$ cat config.mk
export PLATFORM = sky130hd
export DESIGN_NAME = alu
export DESIGN_NICKNAME = d
export VERILOG_FILES = /design/src/common/acc_cpu_pkg.sv /design/src/source/alu.sv
export VERILOG_INCLUDE_DIRS = /design/src /design/src/common
export SDC_FILE = /design/constraint.sdc
export NUM_CORES = 1
export LEC_CHECK = 0
export BUFFER_PORTS_ARGS = -buffer_cell sky130_fd_sc_hd__buf_2
export CORE_ASPECT_RATIO = 1.5
export CORE_MARGIN = 8
export CORE_UTILIZATION = 30
export DETAILED_ROUTE_END_ITERATION = 8
export PLACE_DENSITY = 0.51
export SKIP_LAST_GASP = 1
export SLEW_MARGIN = 40
export SYNTH_ARGS = -nofsm -noshare
export SYNTH_HDL_FRONTEND = slang
export SYNTH_SLANG_ARGS = --single-unit
export TNS_END_PERCENT = 30
$ cat constraint.sdc
create_clock -name vclk -period 59.9
set_input_delay 0 -clock vclk [all_inputs]
set_output_delay 0 -clock vclk [all_outputs]
set_load 0.03 [all_outputs]
$ cat src/common/acc_cpu_defines.svh
`ifndef ACC_CPU_DEFINES_SVH
`define ACC_CPU_DEFINES_SVH

// data and instruction word width
`define ACC_DW 16
// memory word address, 2048 words
`define ACC_MEM_AW 11
// control form argument width
`define ACC_ARG_W 12

// host bus widths
`define ACC_HOST_AW 16
`define ACC_AXI_DW 32

// host register map, memory window sits below CTRL
`define ACC_REG_CTRL 16'h2000
`define ACC_REG_STATUS 16'h2004
`define ACC_REG_ACC 16'h2008
`define ACC_REG_PC 16'h200C

// axi response codes
`define ACC_AXI_OKAY 2'b00
`define ACC_AXI_SLVERR 2'b10

`endif

$ cat src/common/acc_cpu_pkg.sv
`default_nettype none

`include "acc_cpu_defines.svh"

package acc_cpu_pkg;

    // alu opcodes, same order as the original unit
    typedef enum logic [3:0] {
        ALU_ADD,
        ALU_SUB,
        ALU_MUL,
        ALU_DIV,
        ALU_SHL,
        ALU_SHR,
        ALU_ROL,
        ALU_ROR,
        ALU_AND,
        ALU_OR,
        ALU_XOR,
        ALU_NOR,
        ALU_NAND,
        ALU_XNOR,
        ALU_GT,
        ALU_EQ
    } alu_op_e;

    // control opcodes, 6 and 7 left illegal
    typedef enum logic [2:0] {
        CTRL_LOAD  = 3'd0,
        CTRL_STORE = 3'd1,
        CTRL_LOADI = 3'd2,
        CTRL_JUMP  = 3'd3,
        CTRL_JUMPZ = 3'd4,
        CTRL_HALT  = 3'd5
    } ctrl_op_e;

    // mode clear: acc = acc op mem[addr]
    typedef struct packed {
        logic                   mode;
        alu_op_e                op;
        logic [`ACC_MEM_AW-1:0] addr;
    } alu_instr_t;

    // mode set: control op with address or immediate
    typedef struct packed {
        logic                  mode;
        ctrl_op_e              op;
        logic [`ACC_ARG_W-1:0] arg;
    } ctrl_instr_t;

    typedef union packed {
        alu_instr_t  alu;
        ctrl_instr_t ctrl;
    } instr_u;

    // one memory port request
    typedef struct packed {
        logic                   en;
        logic                   we;
        logic [`ACC_MEM_AW-1:0] addr;
        logic [`ACC_DW-1:0]     wdata;
    } mem_req_t;

    typedef struct packed {
        logic busy;
        logic halted;
        logic illegal;
    } core_status_t;

endpackage

`default_nettype wire

$ cat src/source/alu.sv
`timescale 1ns/1ps
`default_nettype none

`include "acc_cpu_defines.svh"

module alu (
    input  acc_cpu_pkg::alu_op_e op,
    input  logic [`ACC_DW-1:0]   a,
    input  logic [`ACC_DW-1:0]   b,
    output logic [`ACC_DW-1:0]   result
);
    import acc_cpu_pkg::*;

    always_comb begin
        case (op)
            ALU_ADD: result = a + b;
            ALU_SUB: result = a - b;
            // low half of the product only
            ALU_MUL: result = a * b;
            // divide by zero saturates to all ones
            ALU_DIV: result = (b == '0) ? '1 : a / b;
            // shifts and rotates move a by one, b unused
            ALU_SHL: result = a << 1;
            ALU_SHR: result = a >> 1;
            ALU_ROL: result = {a[`ACC_DW-2:0], a[`ACC_DW-1]};
            ALU_ROR: result = {a[0], a[`ACC_DW-1:1]};
            ALU_AND: result = a & b;
            ALU_OR: result = a | b;
            ALU_XOR: result = a ^ b;
            ALU_NOR: result = ~(a | b);
            ALU_NAND: result = ~(a & b);
            ALU_XNOR: result = ~(a ^ b);
            // unsigned compares give 1 or 0
            ALU_GT: result = (a > b) ? `ACC_DW'(1) : '0;
            ALU_EQ: result = (a == b) ? `ACC_DW'(1) : '0;
            default: result = '0;
        endcase
    end

endmodule

`default_nettype wire

==> impl_metrics.py <==
metrics = {
    "timing": {
        "setup-violations-final": 0,
        "slew_headroom_pct": 37.9,
        "period_share_pct": 49.6,
        "post-route-min-period_ns": 29.72,
        "slew_violations": 0,
        "fin_tns_setup_ns": 0,
        "rsz0062_at_grt": "false",
        "max_freq_mhz": 33.6,
        "hold_viol_final": 0,
        "layout_setup_ws_ns": 30.18,
        "worst_slew_pin_slew_ns": 0.926,
    },
    "synth": {
        "yosys_warnings": 0,
        "synth_nets": 2272,
        "avgSynthCellArea_um2": 7.18,
        "synth_cell_types": 90,
        "syn-instance-count": 1918,
        "synth.yosys.seq_area_share_pct": 0,
        "netlist_area_um2": 13800,
    },
    "floorplanning": {
        "start_util_pct": 30.3,
        "die_h_um": 278,
        "rows": 96,
        "core_um2": 45500,
        "ios": 52,
        "die_w_um": 191,
        "die-area_um2": 53200,
    },
    "power": {
        "power_density_nw_per_um2": 24.3,
        "peakVddDrop_mv": 0.0202,
        "p_leak_nw": 6.77,
    },
    "clocking": {
        "cts_setup_buffers": 0,
        "cts.repair.resized": 0,
        "hold_buffers": 0,
    },
    "layout": {
        "design_area_um2": 14700,
        "seq_area_um2": 0,
        "clkbuf_count": 0,
        "final_cells": 2484,
        "diodes": 0,
        "drive_gt1_share_pct": 7.23,
        "seq_cells": 0,
        "area_growth_pct": 6.39,
        "nets": 2252,
    },
    "route": {
        "drc": 0,
        "firstDrtPassIters": 6,
        "num_vias": 14557,
        "vias_per_cell": 5.86,
        "wire_per_inst_um": 23.1,
        "drtIter0Drc": 1004,
        "wl_um": 57400,
        "ant_nets": 0,
    },
    "place": {
        "hpwl_um": 45600,
        "port_buffers": 52,
        "placed_area_um2": 14600,
        "place_inst": 2484,
        "dp_slack_ns": 30.35,
        "globalplace.congestion": 0.954,
    },
    "setup_path": {
        "cp_common_cell": "ha_1",
        "critical_path.max_stage_delay_ns": 0.68,
        "cpMaxStageDelayCell": "nor4_1",
        "crit_type": "input port to output pin",
        "critPathCaptureType": "output pin",
        "cp.required_ns": 59.90,
        "worstPathMaxFanout": 18,
        "startpoint": "b[6]",
        "cp.arrival_ns": 29.72,
        "setup.worst_path.start_class": "input port",
    },
    "global_routing": {
        "grt_max_degree": 75,
        "grt_util_met3_pct": 1.77,
        "antenna_found_initial": 1,
        "grt_pass1_wl_um": 87900,
        "grt_pass1_vias": 15013,
        "overflow": 0,
        "grt_util_met1_pct": 22.7,
        "top_usage_layer": "met2",
        "met2_usage_pct": 38.5,
        "track_usage_pct": 21.1,
    },
    "hold_path": {
        "hp-class": "input port to output pin",
        "hp-start": "a[13]",
    },
    "run": {
        "maxCapViolations": 0,
    },
    "run_status": {
        "status": "finished, final reports clean",
    },
}
==> where the power goes <==
group / total, W / switching [W] / leakage [nW] / internal (W)
sequential: 0 / 0 / 0 / 0
clock: 0 / 0 / 0 / 0
combinational: 0.000356 / 0.000220 / 6.77 / 0.000136
==> cell usage after synthesis, types with 7 or more instances <==
master / number / share of area, %
mux2_2: 23 / 1.9
a211oi_1: 28 / 1.5
a221o_1: 7 / 0.51
o21ai_0: 83 / 3.0
o211ai_1: 17 / 0.93
a211o_1: 10 / 0.64
o221ai_1: 10 / 0.64
o2111ai_1: 8 / 0.51
nand2b_1: 21 / 0.95
nor4_1: 15 / 0.68
o31ai_1: 8 / 0.44
a21oi_1: 147 / 5.3
or2_2: 10 / 0.45
o31a_1: 7 / 0.44
nor3_1: 56 / 2.0
clkbuf_1: 80 / 2.2
a41oi_1: 7 / 0.44
or3_1: 22 / 1.0
inv_1: 166 / 4.5
mux2i_1: 30 / 2.2
o21bai_1: 15 / 0.82
fa_1: 82 / 12
nor2_1: 205 / 5.6
and3_1: 11 / 0.50
and2_1: 11 / 0.50
nand3_1: 31 / 1.1
o22ai_1: 19 / 0.86
xor2_1: 39 / 2.5
nand2_1: 187 / 5.1
o21a_1: 35 / 1.9
nor2b_1: 12 / 0.54
ha_1: 236 / 21
a31oi_1: 15 / 0.68
a21o_1: 29 / 1.6
xnor2_1: 88 / 5.6
or4_1: 10 / 0.54
==> worst max-delay path: cells and delay by family <==
family                     cells  cell delay (ns)
muxes                          4             1.42
adders and majority gates     15             4.74
and+or+nand+nor               24             6.89
AOI/OAI and AO/OA             61            15.50
buffers and inverters          5             1.06
==> cells by family after synthesis <==
logic type	after synthesis	share of synthesized area, %
and+or+nand+nor	617	20.6
AOI/OAI and AO/OA	535	26.3
adders and majority gates	318	33.3
buffers and inverters	266	7.43
xor gates and xnor gates	127	8.07
muxes	55	4.28
==> placed cells by master, fill, tap and decap left out, types with 7 or more instances in the layout <==
| cell type | instances |
|---|---|
| nor3_1 | 55 |
| a21oi_1 | 147 |
| nand3_1 | 31 |
| o31ai_1 | 7 |
| nor2b_1 | 12 |
| nand2_1 | 187 |
| o221ai_1 | 10 |
| nor4_1 | 14 |
| nand2b_1 | 21 |
| xor2_1 | 39 |
| a221o_1 | 7 |
| o21a_1 | 35 |
| xnor2_1 | 88 |
| and2_1 | 11 |
| o21ai_0 | 83 |
| buf_2 | 52 |
| nor2_1 | 205 |
| o31a_1 | 7 |
| buf_4 | 18 |
| or3_1 | 22 |
| o2111ai_1 | 8 |
| o211ai_1 | 17 |
| a21o_1 | 29 |
| ha_1 | 236 |
| a211oi_1 | 28 |
| o21bai_1 | 15 |
| mux2i_1 | 30 |
| or2_2 | 10 |
| and3_1 | 11 |
| mux2_2 | 23 |
| o22ai_1 | 19 |
| a31oi_1 | 15 |
| inv_1 | 166 |
| or4_1 | 10 |
| a211o_1 | 10 |
| fa_1 | 82 |
==> path summary, 6_finish.rpt <==
path / to / slack (ns) / cells after the start
hold / removal: result[14] / 0.81 / 6
setup / recovery: result[0] / 30.18 / 109
==> stage by stage <==
stage | util, % | hold WS (ns) | power (W)
2_1_floorplan | - | 0.464 | 0.000242
3_5_place_dp | 32.2 | 0.813 | 0.000352
4_1_cts | 32.2 | 0.815 | 0.000354
5_1_grt | 32.2 | 0.875 | 0.000392
6_report | 32.2 | 0.810 | 0.000356
3_3_place_gp | 32.0 | 0.820 | 0.000349
==> area by class of cell <==
cell class         count  area, um^2
fillers             4950       30900
multi-input cells   1652       12800
inverters            172         646
repair buffers        72         434
well taps            588         736
==> routing by layer <==
| metal | vias to the layer above | wire (um) |
|---|---|---|
| li1 | 6804 | - |
| met1 | 6993 | 21300 |
| met2 | 550 | 29000 |
| met3 | 208 | 2540 |
| met4 | 2 | 4520 |
| met5 | - | 13 |
No activity file was read; power rests on OpenSTA's default activity.
