### src/common/acc_cpu_defines.svh
`ifndef ACC_CPU_DEFINES_SVH
`define ACC_CPU_DEFINES_SVH

// data and instruction word width
`define ACC_DW 16
// memory word address, 2048 words
`define ACC_MEM_AW 11
// control form argument width
`define ACC_ARG_W 12

// host bus widths
`define ACC_HOST_AW 16
`define ACC_AXI_DW 32

// host register map, memory window sits below CTRL
`define ACC_REG_CTRL 16'h2000
`define ACC_REG_STATUS 16'h2004
`define ACC_REG_ACC 16'h2008
`define ACC_REG_PC 16'h200C

// axi response codes
`define ACC_AXI_OKAY 2'b00
`define ACC_AXI_SLVERR 2'b10

`endif

### src/common/acc_cpu_pkg.sv
`default_nettype none

`include "acc_cpu_defines.svh"

package acc_cpu_pkg;

    // alu opcodes, same order as the original unit
    typedef enum logic [3:0] {
        ALU_ADD,
        ALU_SUB,
        ALU_MUL,
        ALU_DIV,
        ALU_SHL,
        ALU_SHR,
        ALU_ROL,
        ALU_ROR,
        ALU_AND,
        ALU_OR,
        ALU_XOR,
        ALU_NOR,
        ALU_NAND,
        ALU_XNOR,
        ALU_GT,
        ALU_EQ
    } alu_op_e;

    // control opcodes, 6 and 7 left illegal
    typedef enum logic [2:0] {
        CTRL_LOAD  = 3'd0,
        CTRL_STORE = 3'd1,
        CTRL_LOADI = 3'd2,
        CTRL_JUMP  = 3'd3,
        CTRL_JUMPZ = 3'd4,
        CTRL_HALT  = 3'd5
    } ctrl_op_e;

    // mode clear: acc = acc op mem[addr]
    typedef struct packed {
        logic                   mode;
        alu_op_e                op;
        logic [`ACC_MEM_AW-1:0] addr;
    } alu_instr_t;

    // mode set: control op with address or immediate
    typedef struct packed {
        logic                  mode;
        ctrl_op_e              op;
        logic [`ACC_ARG_W-1:0] arg;
    } ctrl_instr_t;

    typedef union packed {
        alu_instr_t  alu;
        ctrl_instr_t ctrl;
    } instr_u;

    // one memory port request
    typedef struct packed {
        logic                   en;
        logic                   we;
        logic [`ACC_MEM_AW-1:0] addr;
        logic [`ACC_DW-1:0]     wdata;
    } mem_req_t;

    typedef struct packed {
        logic busy;
        logic halted;
        logic illegal;
    } core_status_t;

endpackage

`default_nettype wire

### src/core/acc_core.sv
`timescale 1ns/1ps
`default_nettype none

`include "acc_cpu_defines.svh"

module acc_core (
    input  logic                      clk,
    input  logic                      rst_n,
    input  logic                      start,
    output acc_cpu_pkg::mem_req_t     mem_req,
    input  logic [`ACC_DW-1:0]        mem_rdata,
    output acc_cpu_pkg::alu_op_e      alu_op,
    output logic [`ACC_DW-1:0]        alu_a,
    output logic [`ACC_DW-1:0]        alu_b,
    input  logic [`ACC_DW-1:0]        alu_result,
    output acc_cpu_pkg::core_status_t status,
    output logic [`ACC_DW-1:0]        acc,
    output logic [`ACC_MEM_AW-1:0]    pc
);
    import acc_cpu_pkg::*;

    typedef enum logic [1:0] {
        IDLE,
        FETCH,
        DECODE,
        EXECUTE
    } state_e;

    state_e                 state_q;
    instr_u                 ir_q;
    core_status_t           status_q;
    logic [`ACC_DW-1:0]     acc_q;
    logic [`ACC_MEM_AW-1:0] pc_q;
    // second execute cycle, operand now on mem_rdata
    logic                   operand_q;

    logic                   is_alu;
    logic                   is_store;
    logic                   needs_read;
    logic [`ACC_MEM_AW-1:0] op_addr;

    // mode bit picks the union view
    assign is_alu = !ir_q.alu.mode;
    assign is_store = !is_alu && (ir_q.ctrl.op == CTRL_STORE);
    assign needs_read = is_alu || (ir_q.ctrl.op == CTRL_LOAD);
    // memory ops only use the low address bits of arg
    assign op_addr = is_alu ? ir_q.alu.addr : ir_q.ctrl.arg[`ACC_MEM_AW-1:0];

    // single core memory port
    always_comb begin
        mem_req = '0;
        if (state_q == FETCH) begin
            mem_req.en = 1'b1;
            mem_req.addr = pc_q;
        end else if (state_q == EXECUTE && !operand_q && (needs_read || is_store)) begin
            mem_req.en = 1'b1;
            mem_req.we = is_store;
            mem_req.addr = op_addr;
            mem_req.wdata = acc_q;
        end
    end

    // alu sees acc and the operand word straight from memory
    assign alu_op = ir_q.alu.op;
    assign alu_a = acc_q;
    assign alu_b = mem_rdata;

    // instruction word arrives one cycle after fetch
    always_ff @(posedge clk) begin
        if (state_q == DECODE) begin
            ir_q <= mem_rdata;
        end
    end

    always_ff @(posedge clk or negedge rst_n) begin
        if (!rst_n) begin
            state_q <= IDLE;
            status_q <= '0;
            acc_q <= '0;
            pc_q <= '0;
            operand_q <= 1'b0;
        end else begin
            case (state_q)
                IDLE: begin
                    // restart from address 0, acc kept
                    if (start) begin
                        pc_q <= '0;
                        status_q.busy <= 1'b1;
                        status_q.halted <= 1'b0;
                        status_q.illegal <= 1'b0;
                        state_q <= FETCH;
                    end
                end
                FETCH: begin
                    state_q <= DECODE;
                end
                DECODE: begin
                    // wraps from 2047 to 0
                    pc_q <= pc_q + 1'b1;
                    state_q <= EXECUTE;
                end
                EXECUTE: begin
                    state_q <= FETCH;
                    if (needs_read && !operand_q) begin
                        // read issued, wait one cycle for the data
                        operand_q <= 1'b1;
                        state_q <= EXECUTE;
                    end else if (is_alu) begin
                        operand_q <= 1'b0;
                        acc_q <= alu_result;
                    end else begin
                        operand_q <= 1'b0;
                        case (ir_q.ctrl.op)
                            CTRL_LOAD: acc_q <= mem_rdata;
                            // write goes out on mem_req this cycle
                            CTRL_STORE: acc_q <= acc_q;
                            CTRL_LOADI: acc_q <= {{(`ACC_DW - `ACC_ARG_W){1'b0}}, ir_q.ctrl.arg};
                            CTRL_JUMP: pc_q <= op_addr;
                            CTRL_JUMPZ: begin
                                if (acc_q == '0) begin
                                    pc_q <= op_addr;
                                end
                            end
                            CTRL_HALT: begin
                                status_q.busy <= 1'b0;
                                status_q.halted <= 1'b1;
                                state_q <= IDLE;
                            end
                            default: begin
                                // codes 6 and 7 stop the core and flag it
                                status_q.busy <= 1'b0;
                                status_q.halted <= 1'b1;
                                status_q.illegal <= 1'b1;
                                state_q <= IDLE;
                            end
                        endcase
                    end
                end
                default: state_q <= IDLE;
            endcase
        end
    end

    assign status = status_q;
    assign acc = acc_q;
    assign pc = pc_q;

endmodule

`default_nettype wire

### config.mk
export PLATFORM = sky130hd
export DESIGN_NAME = acc_core
export DESIGN_NICKNAME = d
export VERILOG_FILES = /design/src/common/acc_cpu_pkg.sv /design/src/core/acc_core.sv
export VERILOG_INCLUDE_DIRS = /design/src /design/src/common
export SDC_FILE = /design/constraint.sdc
export NUM_CORES = 1
export LEC_CHECK = 0
export BUFFER_PORTS_ARGS = -buffer_cell sky130_fd_sc_hd__buf_4
export CORE_ASPECT_RATIO = 0.5
export CORE_MARGIN = 4
export CORE_UTILIZATION = 48
export DETAILED_ROUTE_END_ITERATION = 7
export PLACE_DENSITY = 0.81
export SLEW_MARGIN = 40
export SYNTH_ARGS = -nofsm -noshare
export SYNTH_HDL_FRONTEND = slang
export SYNTH_SLANG_ARGS = --single-unit
### constraint.sdc
create_clock -name clk -period 2.2 [get_ports clk]
set_input_delay 0.22 -clock clk [delete_from_list [all_inputs] [get_ports clk]]
set_output_delay 0.22 -clock clk [all_outputs]
set_load 0.01 [all_outputs]
==> reports/metrics.yaml <==
outcome: "complete, no violations"
drc_errors: 0
cts_htree_levels: 2
critPathCaptureType: "output pin"
fin_setup_tns_ns: 0
timing.slew.headroom: 0.671
fin_cells: 492
critPathLaunchType: "flop"
cts_made_buffers: 5
peakVddDrop_mv: 0.718
clockBufferDepth: 2
via_count: 2707
fin_crit_ns: 2.09
hold_depth: 1
wl_per_cell_um: 18.5
synth_xor_area_frac: 0.0176
final_common_cell: "buf_4"
fin_skew_ns: 0.00584
fp.dieW_um: 120
syn_inst: 310
area_growth_syn_to_layout_pct: 34.8
worst_pin_slew_ns: 0.491
gpl.final_weighted_congestion: 0.879
io_buffers: 129
avgViaCountPerCell: 5.50
reg2reg_from: "ir_q[14]"
rsz0062_at_grt: "false"
hold_path.startpoint: "mem_rdata[11]"
yosys_warnings: 0
wirelength_um: 9090
period_share: 0.950
cts-root-buf: "clkbuf_16"
synth.cell_area_sq_mm: 0.00299
hold_viol: 0
reg2reg_slack_ns: 0.12
critPathKind: "flop to output pin"
yosys.area_share.simple: 0.180
finalMaxSlewViolations: 0
path_max_fanout: 19
clock.fmax_ghz: 0.478
ios: 130
num_antenna_cells: 0
wl_met2_um: 4590
clk_pin_slew_ns: 0.07
drt-pass1-iter-count: 5
cts_tree: "built"
place_inst: 482
pwr_density_cell_mw_per_mm2: 1510
drv_cap: 0
min_to: "ir_q[11]"
worstPathArrival_ns: 1.87
grt_pass1_wl_um: 14200
worst_ep_required_time_ns: 1.98
die_height_um: 63.8
synth_seq_cells: 49
first_global_vias: 2671
synthTopCellsByArea: "dfrtp_1 (28%), edfxtp_1 (16%), buf_4 (9.5%), mux2_1 (4.5%), mux2i_1 (4.0%)"
yosys-mux-area-fraction: 0.0890
fp-row-count: 19
yosysUniqueCellTypes: 43
ant_nets: 0
clkSinkCount: 49
syn_nets: 346
yosysSeqAreaShare: 0.436
antenna_found_initial: 0
clk_latency_ns: 0.29
hold_slack_ns: 0.123
drtIter0Drc: 177
drt-met1-wl_um: 3830
synth_top_area_share: 0.276
finalSetupViolCount: 0
synth_top_area_cell: "dfrtp_1"
synthAdderAreaFrac: 0.00418
route.met3.wl_um: 558
hold_class: "input port to flop"
reg2reg_to: "pc[10]"
fin_nets: 443
synth_edf_count: 16
rr_worst_depth: 7
post-dp-hpwl_um: 6720
dr.max_layer_used: "met4"
power_leakage_nw: 1.90
fp.coreArea_sq_mm: 0.00575
nFillCells: 462
grt_max_degree: 34
avgSynthCellArea_sq_um: 9.65
drive_gt1_frac: 0.392
dieArea_sq_mm: 0.00764
synth_top_family_by_area: "simple AND/OR/NAND/NOR gates"
grt_usage: 0.233
final_cell_mix: "buf_4 (140), dfrtp_1 (31), nor2_1 (28)"
start_util: 0.520
grt-ovfl-total: 0
synth_compound_area_frac: 0.146
ys.flop_type: "dfrtp_1"
async_flop_share: 0.673
==> final cells by class <==
type / count / area (sq um) / share of cell area
inverter: 4 / 15.0 / 0.00372
tap: 84 / 105 / 0.0260
clock buffer: 6 / 139 / 0.0344
multi-input combinational: 203 / 1320 / 0.327
clock inverter: 2 / 37.5 / 0.00930
sequential: 49 / 1310 / 0.324
timing repair buffer: 144 / 1110 / 0.276
==> synthesized netlist by cell type, types with 7 or more instances <==
cell      instances
nor2_1           28
dfrtp_1          33
a22o_1           12
buf_4            38
clkbuf_1         11
a21oi_1          19
edfxtp_1         16
nor2b_1           7
and2_1           17
nand2_1          24
nor3_1            8
mux2_1           12
mux2i_1          12
==> registers in the layout, indices dropped and copies added, names as in the netlist <==
signal     flops
acc           16
ir_q          16
operand_q      1
pc            11
state_q        2
status         3
==> critical path, stage by stage (launching register included) <==
cell and delay, ns:
edfxtp_1 0.42, buf_4 0.19, nor2_1 0.17, nor2b_1 0.09, nor3_2 0.18, buf_6 0.22, a22o_1 0.18, buf_4 0.13
==> metrics by stage <==
step	util	setup slack (ns)	cell area, sq um	power, mW
after global placement	0.663	0.227	3810	4.95
after detailed placement	0.663	0.0416	3810	5.09
after CTS	0.696	0.0591	4010	6.03
after global routing	0.701	0.00979	4040	6.43
final	0.701	0.109	4040	6.08
after floorplan	-	0.204	2990	3.67
==> layer usage <==
metal	GRT usage	up-vias
met1	0.305	1315
li1	-	1261
met5	0	-
met3	0.0388	10
met4	0.0628	0
met2	0.406	121
==> worst max path at each step <==
stage                from          end  slack, ns  cells after the start
2_1_floorplan    ir_q[14]       acc[0]       0.20                      6
3_5_place_dp     ir_q[14]       acc[8]       0.04                      5
3_3_place_gp     ir_q[14]        pc[6]       0.23                      6
5_1_grt          ir_q[14]  mem_req[18]       0.01                      7
4_1_cts        state_q[0]  mem_req[18]       0.06                      3
6_report         ir_q[14]  mem_req[24]       0.11                      7
==> timing repair <==
item / in CTS / in global routing
hold buffers: 1 / 0
setup buffers: 0 / 1
hold endpoints to repair: 33 / 0
pin swaps: 0 / 1
endpoints found under the setup margin: 35 / 30
gates resized for setup: 3 / 2
==> cells by family after synthesis <==
family	count (synthesis)
buffers and inverters	58
DFF	49
xor gates and xnor gates	6
adders and majority gates	1
muxes	25
and+or+nand+nor	108
AOI/OAI and AO/OA	63
==> power by group <==
| part | leakage, nW | total [mW] | switching (mW) | internal [mW] |
|---|---|---|---|---|
| clock network | 0.0831 | 0.903 | 0.336 | 0.568 |
| logic | 1.28 | 3.24 | 1.61 | 1.63 |
| registers | 0.537 | 1.93 | 0.573 | 1.36 |
| total | 1.90 | 6.08 | 2.52 | 3.56 |
No activity file was read; power rests on OpenSTA's default activity.
