[config.mk]
export PLATFORM = sky130hd
export DESIGN_NAME = axil_host_port
export DESIGN_NICKNAME = d
export VERILOG_FILES = /design/src/common/acc_cpu_pkg.sv /design/src/source/axil_host_port.sv
export VERILOG_INCLUDE_DIRS = /design/src /design/src/common
export SDC_FILE = /design/constraint.sdc
export NUM_CORES = 1
export LEC_CHECK = 0
export ABC_CLOCK_PERIOD_IN_PS = 6020
export BUFFER_PORTS_ARGS = -buffer_cell sky130_fd_sc_hd__buf_2
export CAP_MARGIN = 5
export CORE_MARGIN = 10
export CORE_UTILIZATION = 48
export CTS_BUF_LIST = sky130_fd_sc_hd__clkbuf_2 sky130_fd_sc_hd__clkbuf_4 sky130_fd_sc_hd__clkbuf_8
export CTS_CLUSTER_SIZE = 20
export DETAILED_ROUTE_END_ITERATION = 8
export PLACE_DENSITY_LB_ADDON = 0.05
export SLEW_MARGIN = 25
export SYNTH_ARGS = -nofsm -noshare
export SYNTH_HDL_FRONTEND = slang
export SYNTH_SLANG_ARGS = --single-unit
[constraint.sdc]
create_clock -name clk -period 6.02 [get_ports clk]
set_clock_uncertainty 0.05 [all_clocks]
set_input_delay 1.505 -clock clk [delete_from_list [all_inputs] [get_ports clk]]
set_output_delay 1.505 -clock clk [all_outputs]
set_load 0.05 [all_outputs]
[src/common/acc_cpu_defines.svh]
`ifndef ACC_CPU_DEFINES_SVH
`define ACC_CPU_DEFINES_SVH

// data and instruction word width
`define ACC_DW 16
// memory word address, 2048 words
`define ACC_MEM_AW 11
// control form argument width
`define ACC_ARG_W 12

// host bus widths
`define ACC_HOST_AW 16
`define ACC_AXI_DW 32

// host register map, memory window sits below CTRL
`define ACC_REG_CTRL 16'h2000
`define ACC_REG_STATUS 16'h2004
`define ACC_REG_ACC 16'h2008
`define ACC_REG_PC 16'h200C

// axi response codes
`define ACC_AXI_OKAY 2'b00
`define ACC_AXI_SLVERR 2'b10

`endif

[src/common/acc_cpu_pkg.sv]
`default_nettype none

`include "acc_cpu_defines.svh"

package acc_cpu_pkg;

    // alu opcodes, same order as the original unit
    typedef enum logic [3:0] {
        ALU_ADD,
        ALU_SUB,
        ALU_MUL,
        ALU_DIV,
        ALU_SHL,
        ALU_SHR,
        ALU_ROL,
        ALU_ROR,
        ALU_AND,
        ALU_OR,
        ALU_XOR,
        ALU_NOR,
        ALU_NAND,
        ALU_XNOR,
        ALU_GT,
        ALU_EQ
    } alu_op_e;

    // control opcodes, 6 and 7 left illegal
    typedef enum logic [2:0] {
        CTRL_LOAD  = 3'd0,
        CTRL_STORE = 3'd1,
        CTRL_LOADI = 3'd2,
        CTRL_JUMP  = 3'd3,
        CTRL_JUMPZ = 3'd4,
        CTRL_HALT  = 3'd5
    } ctrl_op_e;

    // mode clear: acc = acc op mem[addr]
    typedef struct packed {
        logic                   mode;
        alu_op_e                op;
        logic [`ACC_MEM_AW-1:0] addr;
    } alu_instr_t;

    // mode set: control op with address or immediate
    typedef struct packed {
        logic                  mode;
        ctrl_op_e              op;
        logic [`ACC_ARG_W-1:0] arg;
    } ctrl_instr_t;

    typedef union packed {
        alu_instr_t  alu;
        ctrl_instr_t ctrl;
    } instr_u;

    // one memory port request
    typedef struct packed {
        logic                   en;
        logic                   we;
        logic [`ACC_MEM_AW-1:0] addr;
        logic [`ACC_DW-1:0]     wdata;
    } mem_req_t;

    typedef struct packed {
        logic busy;
        logic halted;
        logic illegal;
    } core_status_t;

endpackage

`default_nettype wire

[src/source/axil_host_port.sv]
`timescale 1ns/1ps
`default_nettype none

`include "acc_cpu_defines.svh"

module axil_host_port (
    input  logic                      clk,
    input  logic                      rst_n,
    input  logic [`ACC_HOST_AW-1:0]   awaddr,
    input  logic                      awvalid,
    output logic                      awready,
    input  logic [`ACC_AXI_DW-1:0]    wdata,
    input  logic [`ACC_AXI_DW/8-1:0]  wstrb,
    input  logic                      wvalid,
    output logic                      wready,
    output logic [1:0]                bresp,
    output logic                      bvalid,
    input  logic                      bready,
    input  logic [`ACC_HOST_AW-1:0]   araddr,
    input  logic                      arvalid,
    output logic                      arready,
    output logic [`ACC_AXI_DW-1:0]    rdata,
    output logic [1:0]                rresp,
    output logic                      rvalid,
    input  logic                      rready,
    output acc_cpu_pkg::mem_req_t     mem_req,
    input  logic [`ACC_DW-1:0]        mem_rdata,
    output logic                      start,
    input  acc_cpu_pkg::core_status_t status,
    input  logic [`ACC_DW-1:0]        acc,
    input  logic [`ACC_MEM_AW-1:0]    pc
);
    import acc_cpu_pkg::*;

    logic                    aw_ready_q;
    logic                    ar_ready_q;
    logic                    bvalid_q;
    logic [1:0]              bresp_q;
    logic                    rvalid_q;
    logic [1:0]              rresp_q;
    logic [`ACC_AXI_DW-1:0]  rdata_q;
    logic                    start_q;
    // pending host write, issued the cycle after acceptance
    mem_req_t                wr_req_q;
    logic                    rd_pend_q;
    logic [`ACC_HOST_AW-1:0] rd_addr_q;

    logic                    aw_fire;
    logic                    ar_fire;
    logic                    busy_now;
    logic [`ACC_HOST_AW-1:0] aw_word;
    logic [`ACC_HOST_AW-1:0] rd_word;
    logic [`ACC_AXI_DW-1:0]  rd_data_d;
    logic [1:0]              rd_resp_d;

    // aw and w only ever taken together
    assign aw_fire = awvalid && wvalid && aw_ready_q;
    assign ar_fire = arvalid && ar_ready_q;
    // count a start still in flight as busy
    assign busy_now = status.busy || start_q;
    assign aw_word = {awaddr[`ACC_HOST_AW-1:2], 2'b00};
    assign rd_word = {rd_addr_q[`ACC_HOST_AW-1:2], 2'b00};

    // host memory port, a read never meets a pending write
    always_comb begin
        mem_req = wr_req_q;
        if (ar_fire && araddr < `ACC_REG_CTRL) begin
            mem_req.en = 1'b1;
            mem_req.we = 1'b0;
            mem_req.addr = araddr[`ACC_MEM_AW+1:2];
        end
    end

    // read data mux, memory word is valid one cycle after the read
    always_comb begin
        rd_data_d = '0;
        rd_resp_d = `ACC_AXI_OKAY;
        if (rd_word < `ACC_REG_CTRL) begin
            rd_data_d[`ACC_DW-1:0] = mem_rdata;
        end else begin
            case (rd_word)
                `ACC_REG_CTRL: rd_data_d = '0;
                `ACC_REG_STATUS: rd_data_d[2:0] = {status.illegal, status.halted, status.busy};
                `ACC_REG_ACC: rd_data_d[`ACC_DW-1:0] = acc;
                `ACC_REG_PC: rd_data_d[`ACC_MEM_AW-1:0] = pc;
                default: rd_resp_d = `ACC_AXI_SLVERR;
            endcase
        end
    end

    always_ff @(posedge clk or negedge rst_n) begin
        if (!rst_n) begin
            aw_ready_q <= 1'b0;
            ar_ready_q <= 1'b0;
            bvalid_q <= 1'b0;
            bresp_q <= `ACC_AXI_OKAY;
            rvalid_q <= 1'b0;
            start_q <= 1'b0;
            wr_req_q <= '0;
            rd_pend_q <= 1'b0;
        end else begin
            start_q <= 1'b0;
            wr_req_q.en <= 1'b0;
            // write side, one outstanding at a time
            aw_ready_q <= !(aw_fire || (bvalid_q && !bready));
            if (aw_fire) begin
                bvalid_q <= 1'b1;
                bresp_q <= `ACC_AXI_OKAY;
                if (awaddr < `ACC_REG_CTRL) begin
                    // memory is locked while the program runs
                    if (busy_now) begin
                        bresp_q <= `ACC_AXI_SLVERR;
                    end else begin
                        wr_req_q.en <= 1'b1;
                        wr_req_q.we <= 1'b1;
                        wr_req_q.addr <= awaddr[`ACC_MEM_AW+1:2];
                        wr_req_q.wdata <= wdata[`ACC_DW-1:0];
                    end
                end else if (aw_word == `ACC_REG_CTRL) begin
                    start_q <= wdata[0] && !busy_now;
                end else if (aw_word > `ACC_REG_PC) begin
                    bresp_q <= `ACC_AXI_SLVERR;
                end
            end else if (bready) begin
                bvalid_q <= 1'b0;
            end
            // read side, also held off the cycle a write goes to memory
            ar_ready_q <= !(ar_fire || rd_pend_q || (rvalid_q && !rready) || aw_fire);
            rd_pend_q <= ar_fire;
            if (rd_pend_q) begin
                rvalid_q <= 1'b1;
            end else if (rready) begin
                rvalid_q <= 1'b0;
            end
        end
    end

    // read payload
    always_ff @(posedge clk) begin
        if (ar_fire) begin
            rd_addr_q <= araddr;
        end
        if (rd_pend_q) begin
            rdata_q <= rd_data_d;
            rresp_q <= rd_resp_d;
        end
    end

    assign awready = aw_ready_q;
    assign wready = aw_ready_q;
    assign bvalid = bvalid_q;
    assign bresp = bresp_q;
    assign arready = ar_ready_q;
    assign rvalid = rvalid_q;
    assign rdata = rdata_q;
    assign rresp = rresp_q;
    assign start = start_q;

endmodule

`default_nettype wire

==> results of run 1 <==
-- worst max-delay path, cell delays in order --
cell	delay [ns]
buf_2	0.12
nor4_2	0.26
buf_4	0.25
mux2_2	0.36
buf_2	0.21
-- through the flow --
| stage | power, mW | worst slack [ns] | util | instances |
|---|---|---|---|---|
| global route | 1.48 | 1.71 | 0.629 | 454 |
| global placement | 0.982 | 1.74 | 0.590 | 438 |
| CTS | 1.43 | 1.73 | 0.628 | 454 |
| finish | 1.42 | 1.75 | 0.629 | 454 |
| detailed placement | 0.989 | 1.74 | 0.590 | 438 |
| floorplan | 0.911 | 1.68 | - | 251 |
-- layout make-up --
cell class                      count  area (µm²)
Fill cell                         541        2340
Sequential cell                    67        1830
Clock inverter                      7         115
Timing Repair Buffer              151         761
Multi-Input combinational cell    134        1010
Inverter                            9        33.8
Tap cell                           77        96.3
Clock buffer                        9         124
-- state kept, by name (all words and copies together) (netlist names), 13 cells and up --
name / flops
mem_req: 16
rd_addr_q: 14
rdata: 16
wr_req_q: 13
-- layer usage --
metal  vias up  wire (µm)  track usage
li1       1058          -            -
met1      1026       3150        0.161
met2       117       3850        0.246
met3         4        883       0.0749
met4         0         46       0.0554
met5         -          0            0
-- path summary, 6_finish.rpt --
check / end / slack (ns)
max: mem_req[18] / 1.75
min: wr_req_q[27]$_DFFE_PN0P_ / 0.42
max reg2reg: mem_req[9]$_DFFE_PN0P_ / 3.71
min reg2reg: wr_req_q[27]$_DFFE_PN0P_ / 0.42
max in group asynchronous: rd_pend_q$_DFF_PN0_ / 4.20
min in group asynchronous: wr_req_q[28]$_DFF_PN0_ / 1.21
-- layout by cell type, fill, tap and decap left out, types with 4 or more instances in the layout --
cell,netlist,layout
conb_1,1,18
inv_1,9,9
mux2_2,33,33
nor4b_1,4,4
mux2_1,8,8
mux2i_1,8,8
nand2_1,18,18
dfrtp_1,36,36
buf_2,2,149
edfxtp_1,31,31
clkbuf_8,0,9
o21ai_0,17,17
-- logic make-up after synthesis --
kind of cell / synth area share
AO/OA/AOI/OAI: 0.0397
flip-flops: 0.593
AND/OR/NAND/NOR: 0.0814
other: 0.00121
multiplexers: 0.175
buffers and inverters: 0.109
-- report_power, final --
| group | switching (mW) | total [mW] | internal (mW) |
|---|---|---|---|
| Combinational | 0.287 | 0.392 | 0.106 |
| Sequential | 0.0357 | 0.582 | 0.547 |
| Clock | 0.169 | 0.443 | 0.274 |
| Total | 0.491 | 1.42 | 0.927 |
==> flow_summary.toml, run 1 <==
[floorplanning]
core_um2 = 6310
rows = 29
ios = 192
die_y_um = 100
die-area_um2 = 10000
die_w_um = 100
start_util = 0.489

[power_and_ir_drop]
p_leak_nw = 1.98
powerDensity_nw_per_um2 = 357
ir_worst_vdd_v = 0.000212

[placement]
gp_congestion = 0.717
hpwl_um = 6340
placed_cell_area_um2 = 3720
io_buffers = 149

[grt]
antenna_found_initial = 0
first_global_vias = 2368
grt_pass1_wl_um = 11800
grt_max_degree = 37
globalRouteOverflowTotal = 0
grt_usage = 0.149

[yosys]
netlist-cell-type-count = 30
yosysTopAreaCell = "edfxtp_1"
synthCells = 234
synthTopCellsByArea = "edfxtp_1 30%, dfrtp_1 29%, mux2_2 12%"
postSynthAreaPerCell_um2 = 13.2
synth_ff_type = "dfrtp_1"
synth_top_area_frac = 0.301
synth-seq-area-share = 0.593
syn-cell-area_um2 = 3090
synth-seq-cells = 67
ys.warnings.count = 0
synth_edf_count = 31
yosys-top-cells-count = "36 x buf_4, 36 x dfrtp_1, 33 x mux2_2"
async_flop_share = 0.537

[cells_and_area]
area_growth_pct = 28.5
nets = 493
final_layout_size_suffix_gt1_frac = 0.546
n_antenna_cell = 0
stdcell_area_um2 = 3970

[sta]
max_freq_ghz = 0.234
rsz0062_at_grt = "false"
period_minus_slack_ns = 4.27
min_period_over_period = 0.709
finalHoldViolations = 0
setup_viol = 0
setup_tns_ns = 0
fin_hold_ws_ns = 0.425
slew_headroom = 0.464
finalMaxSlewViolations = 0
max_slew.worst_pin.slew_ns = 0.805

[route]
wl_per_cell_um = 17.5
vias_per_cell = 4.86
final_antenna_net_count = 0
drc = 0
vias = 2205
drtPass1Iterations = 4
drtIter0Drc = 45
routed_wl_um = 7920

[clocking]
cts_buffer_depth = 2
cts_setup_buffers = 0
ctsHoldBuffers = 0
cts_tree = "yes"
cts.sinks = 67
clkLatencyLatePin_ns = 0.33
cts.reportedPaths.clkPinSlew_ns = 0.07
h-tree-depth = 3
cts_resized = 0
cts_root_buffer = "clkbuf_8"
cts_buffers = 9

[critical_path]
r2r_cells = 4
cp_max_fo = 13
critPathCaptureType = "output port"
r2r_start = "start$_DFF_PN0_"
crit_arrival_ns = 2.71
worst_setup_path_start_kind = "input port"
path_class = "in -> out"
required_ns = 4.47
cp-startpoint = "araddr[15]"

[run]
cap_violations = 0

[min_path]
whs_path_depth = 1
min_path_type = "reg -> reg"
min_from = "wr_req_q[27]$_DFFE_PN0P_"

[outcome]
status = "finished clean"
Power figures use the tool's default switching activity.
==> run 2, diff against run 1 <==
--- a/config.mk
+++ b/config.mk
@@ -6,11 +6,11 @@
 export SDC_FILE = /design/constraint.sdc
 export NUM_CORES = 1
 export LEC_CHECK = 0
-export ABC_CLOCK_PERIOD_IN_PS = 6020
+export ABC_CLOCK_PERIOD_IN_PS = 4400
 export BUFFER_PORTS_ARGS = -buffer_cell sky130_fd_sc_hd__buf_2
 export CAP_MARGIN = 5
 export CORE_MARGIN = 10
-export CORE_UTILIZATION = 48
+export CORE_UTILIZATION = 44
 export CTS_BUF_LIST = sky130_fd_sc_hd__clkbuf_2 sky130_fd_sc_hd__clkbuf_4 sky130_fd_sc_hd__clkbuf_8
 export CTS_CLUSTER_SIZE = 20
 export DETAILED_ROUTE_END_ITERATION = 8
==> constraint.sdc (replaced) <==
create_clock -name clk -period 4.4 [get_ports clk]
set_clock_uncertainty 0.05 [all_clocks]
set_input_delay 1.1 -clock clk [delete_from_list [all_inputs] [get_ports clk]]
set_output_delay 1.1 -clock clk [all_outputs]
set_load 0.05 [all_outputs]
==> flow_summary.toml, run 2 (synthesis gave the netlist of run 1 again) <==
[floorplanning]
start_util = 0.455
rows = 30
die_w_um = 104
die_y_um = 104
ios = 192
core_um2 = 6790
die-area_um2 = 10800

[critical_path]
required_ns = 3.25
path_class = "in -> out"
cp_max_fo = 13
worst_setup_path_start_kind = "input port"
cpPeakStageDelay_ns = 0.37
r2r_cells = 4
critPathCaptureType = "output port"
crit_top_cell = "buf_2"
crit_arrival_ns = 2.32
cp_cell_sequence = "buf_2, nor4_2, buf_4, mux2_2, buf_2"
critPathSlowestCell = "mux2_2"

[clocking]
cts.sinks = 67
cts_buffers = 9
h-tree-depth = 3
cts_resized = 0
cts.reportedPaths.clkPinSlew_ns = 0.08
cts_setup_buffers = 0
cts_root_buffer = "clkbuf_8"
cts_buffer_depth = 2
cts_tree = "yes"
clkLatencyLatePin_ns = 0.33
ctsHoldBuffers = 0

[sta]
period_minus_slack_ns = 3.47
finalHoldViolations = 0
rsz0062_at_grt = "false"
setup_viol = 0
finalMaxSlewViolations = 0
min_period_over_period = 0.788
slew_headroom = 0.470
max_freq_ghz = 0.289
setup_tns_ns = 0
max_slew.worst_pin.slew_ns = 0.795

[power_and_ir_drop]
switching_share = 0.369
comb_power_share = 0.293
power.switching_mw = 0.674
pwr-share-seq = 0.436
clockPowerShare = 0.271
p_int_mw = 1.15
p_leak_nw = 1.96
powerDensity_nw_per_um2 = 463
ir_worst_vdd_v = 0.000238

[cells_and_area]
final_cell_mix = "149 x buf_2, 36 x dfrtp_1, 33 x mux2_2"
final_cells = 473
nets = 493
final_layout_size_suffix_gt1_frac = 0.546
fillers = 609
final-seq-area_um2 = 1830
layout_commonest_cell = "buf_2"
n_antenna_cell = 0
multiInputGateArea_um2 = 1010
area_growth_pct = 27.7

[min_path]
min_path_type = "reg -> reg"
whs_path_depth = 1

[placement]
hpwl_um = 6270
io_buffers = 149
dp_cells = 457
gp_congestion = 0.715

[grt]
first_global_vias = 2474
antenna_found_initial = 0
grt_max_degree = 37
globalRouteOverflowTotal = 0
grt_usage = 0.147
grt_pass1_wl_um = 12800

[route]
vias = 2189
drc = 0
drtIter0Drc = 58
final_antenna_net_count = 0
drtPass1Iterations = 4
vias_per_cell = 4.63
routed_wl_um = 7850
wl_per_cell_um = 16.6

[run]
cap_violations = 0

[outcome]
status = "finished clean"
[run 2: power by group through the flow]
stage	clock network, mW	registers, mW	logic (mW)
6_report	0.495	0.796	0.535
4_1_cts	0.515	0.798	0.542
3_5_place_dp	0	0.811	0.541
3_3_place_gp	0	0.806	0.538
2_1_floorplan	0	0.876	0.370
5_1_grt	0.542	0.810	0.567
[run 2: worst paths after layout]
path                            slack, ns                  endpoint                startpoint
worst min-delay path                 0.41  wr_req_q[27]$_DFFE_PN0P_  wr_req_q[27]$_DFFE_PN0P_
max in group asynchronous            3.00  wr_req_q[18]$_DFFE_PN0P_                     rst_n
min in group asynchronous            0.79  wr_req_q[27]$_DFFE_PN0P_                     rst_n
worst min register to register       0.41  wr_req_q[27]$_DFFE_PN0P_  wr_req_q[27]$_DFFE_PN0P_
worst max-delay path                 0.93               mem_req[18]                araddr[15]
worst max register to register       2.11    mem_req[1]$_DFFE_PN0P_           start$_DFF_PN0_
[run 2: per-stage QoR]
stage / total power [mW] / util / setup slack [ns] / cell area [µm²] / hold WS, ns
CTS: 1.86 / 0.580 / 0.916 / 3940 / 0.419
global route: 1.92 / 0.580 / 0.888 / 3940 / 0.444
global placement: 1.34 / 0.552 / 0.930 / 3750 / 0.396
floorplan: 1.25 / - / 0.872 / 3150 / 0.381
finish: 1.83 / 0.580 / 0.934 / 3940 / 0.412
detailed placement: 1.35 / 0.552 / 0.924 / 3750 / 0.401
[run 2: worst max-delay path: cells and delay by family]
kind | cells | cell delay [ns]
mux | 1 | 0.37
simple gates | 1 | 0.26
buf+inv | 3 | 0.58
[run 2: area by class of cell]
cell class	count	share of cell area
clock inverter	7	0.0168
timing repair buffer	151	0.193
sequential	67	0.464
multi-input combinational	134	0.255
clock buffer	9	0.0314
inverter	9	0.00857
tap	96	0.0305
[run 2: metal layers]
layer | wire (µm) | track usage | vias to the layer above
met1 | 3400 | 0.175 | 1017
met2 | 3680 | 0.235 | 103
li1 | - | - | 1060
met3 | 641 | 0.0551 | 9
met5 | 0 | 0 | -
met4 | 119 | 0.0596 | 0
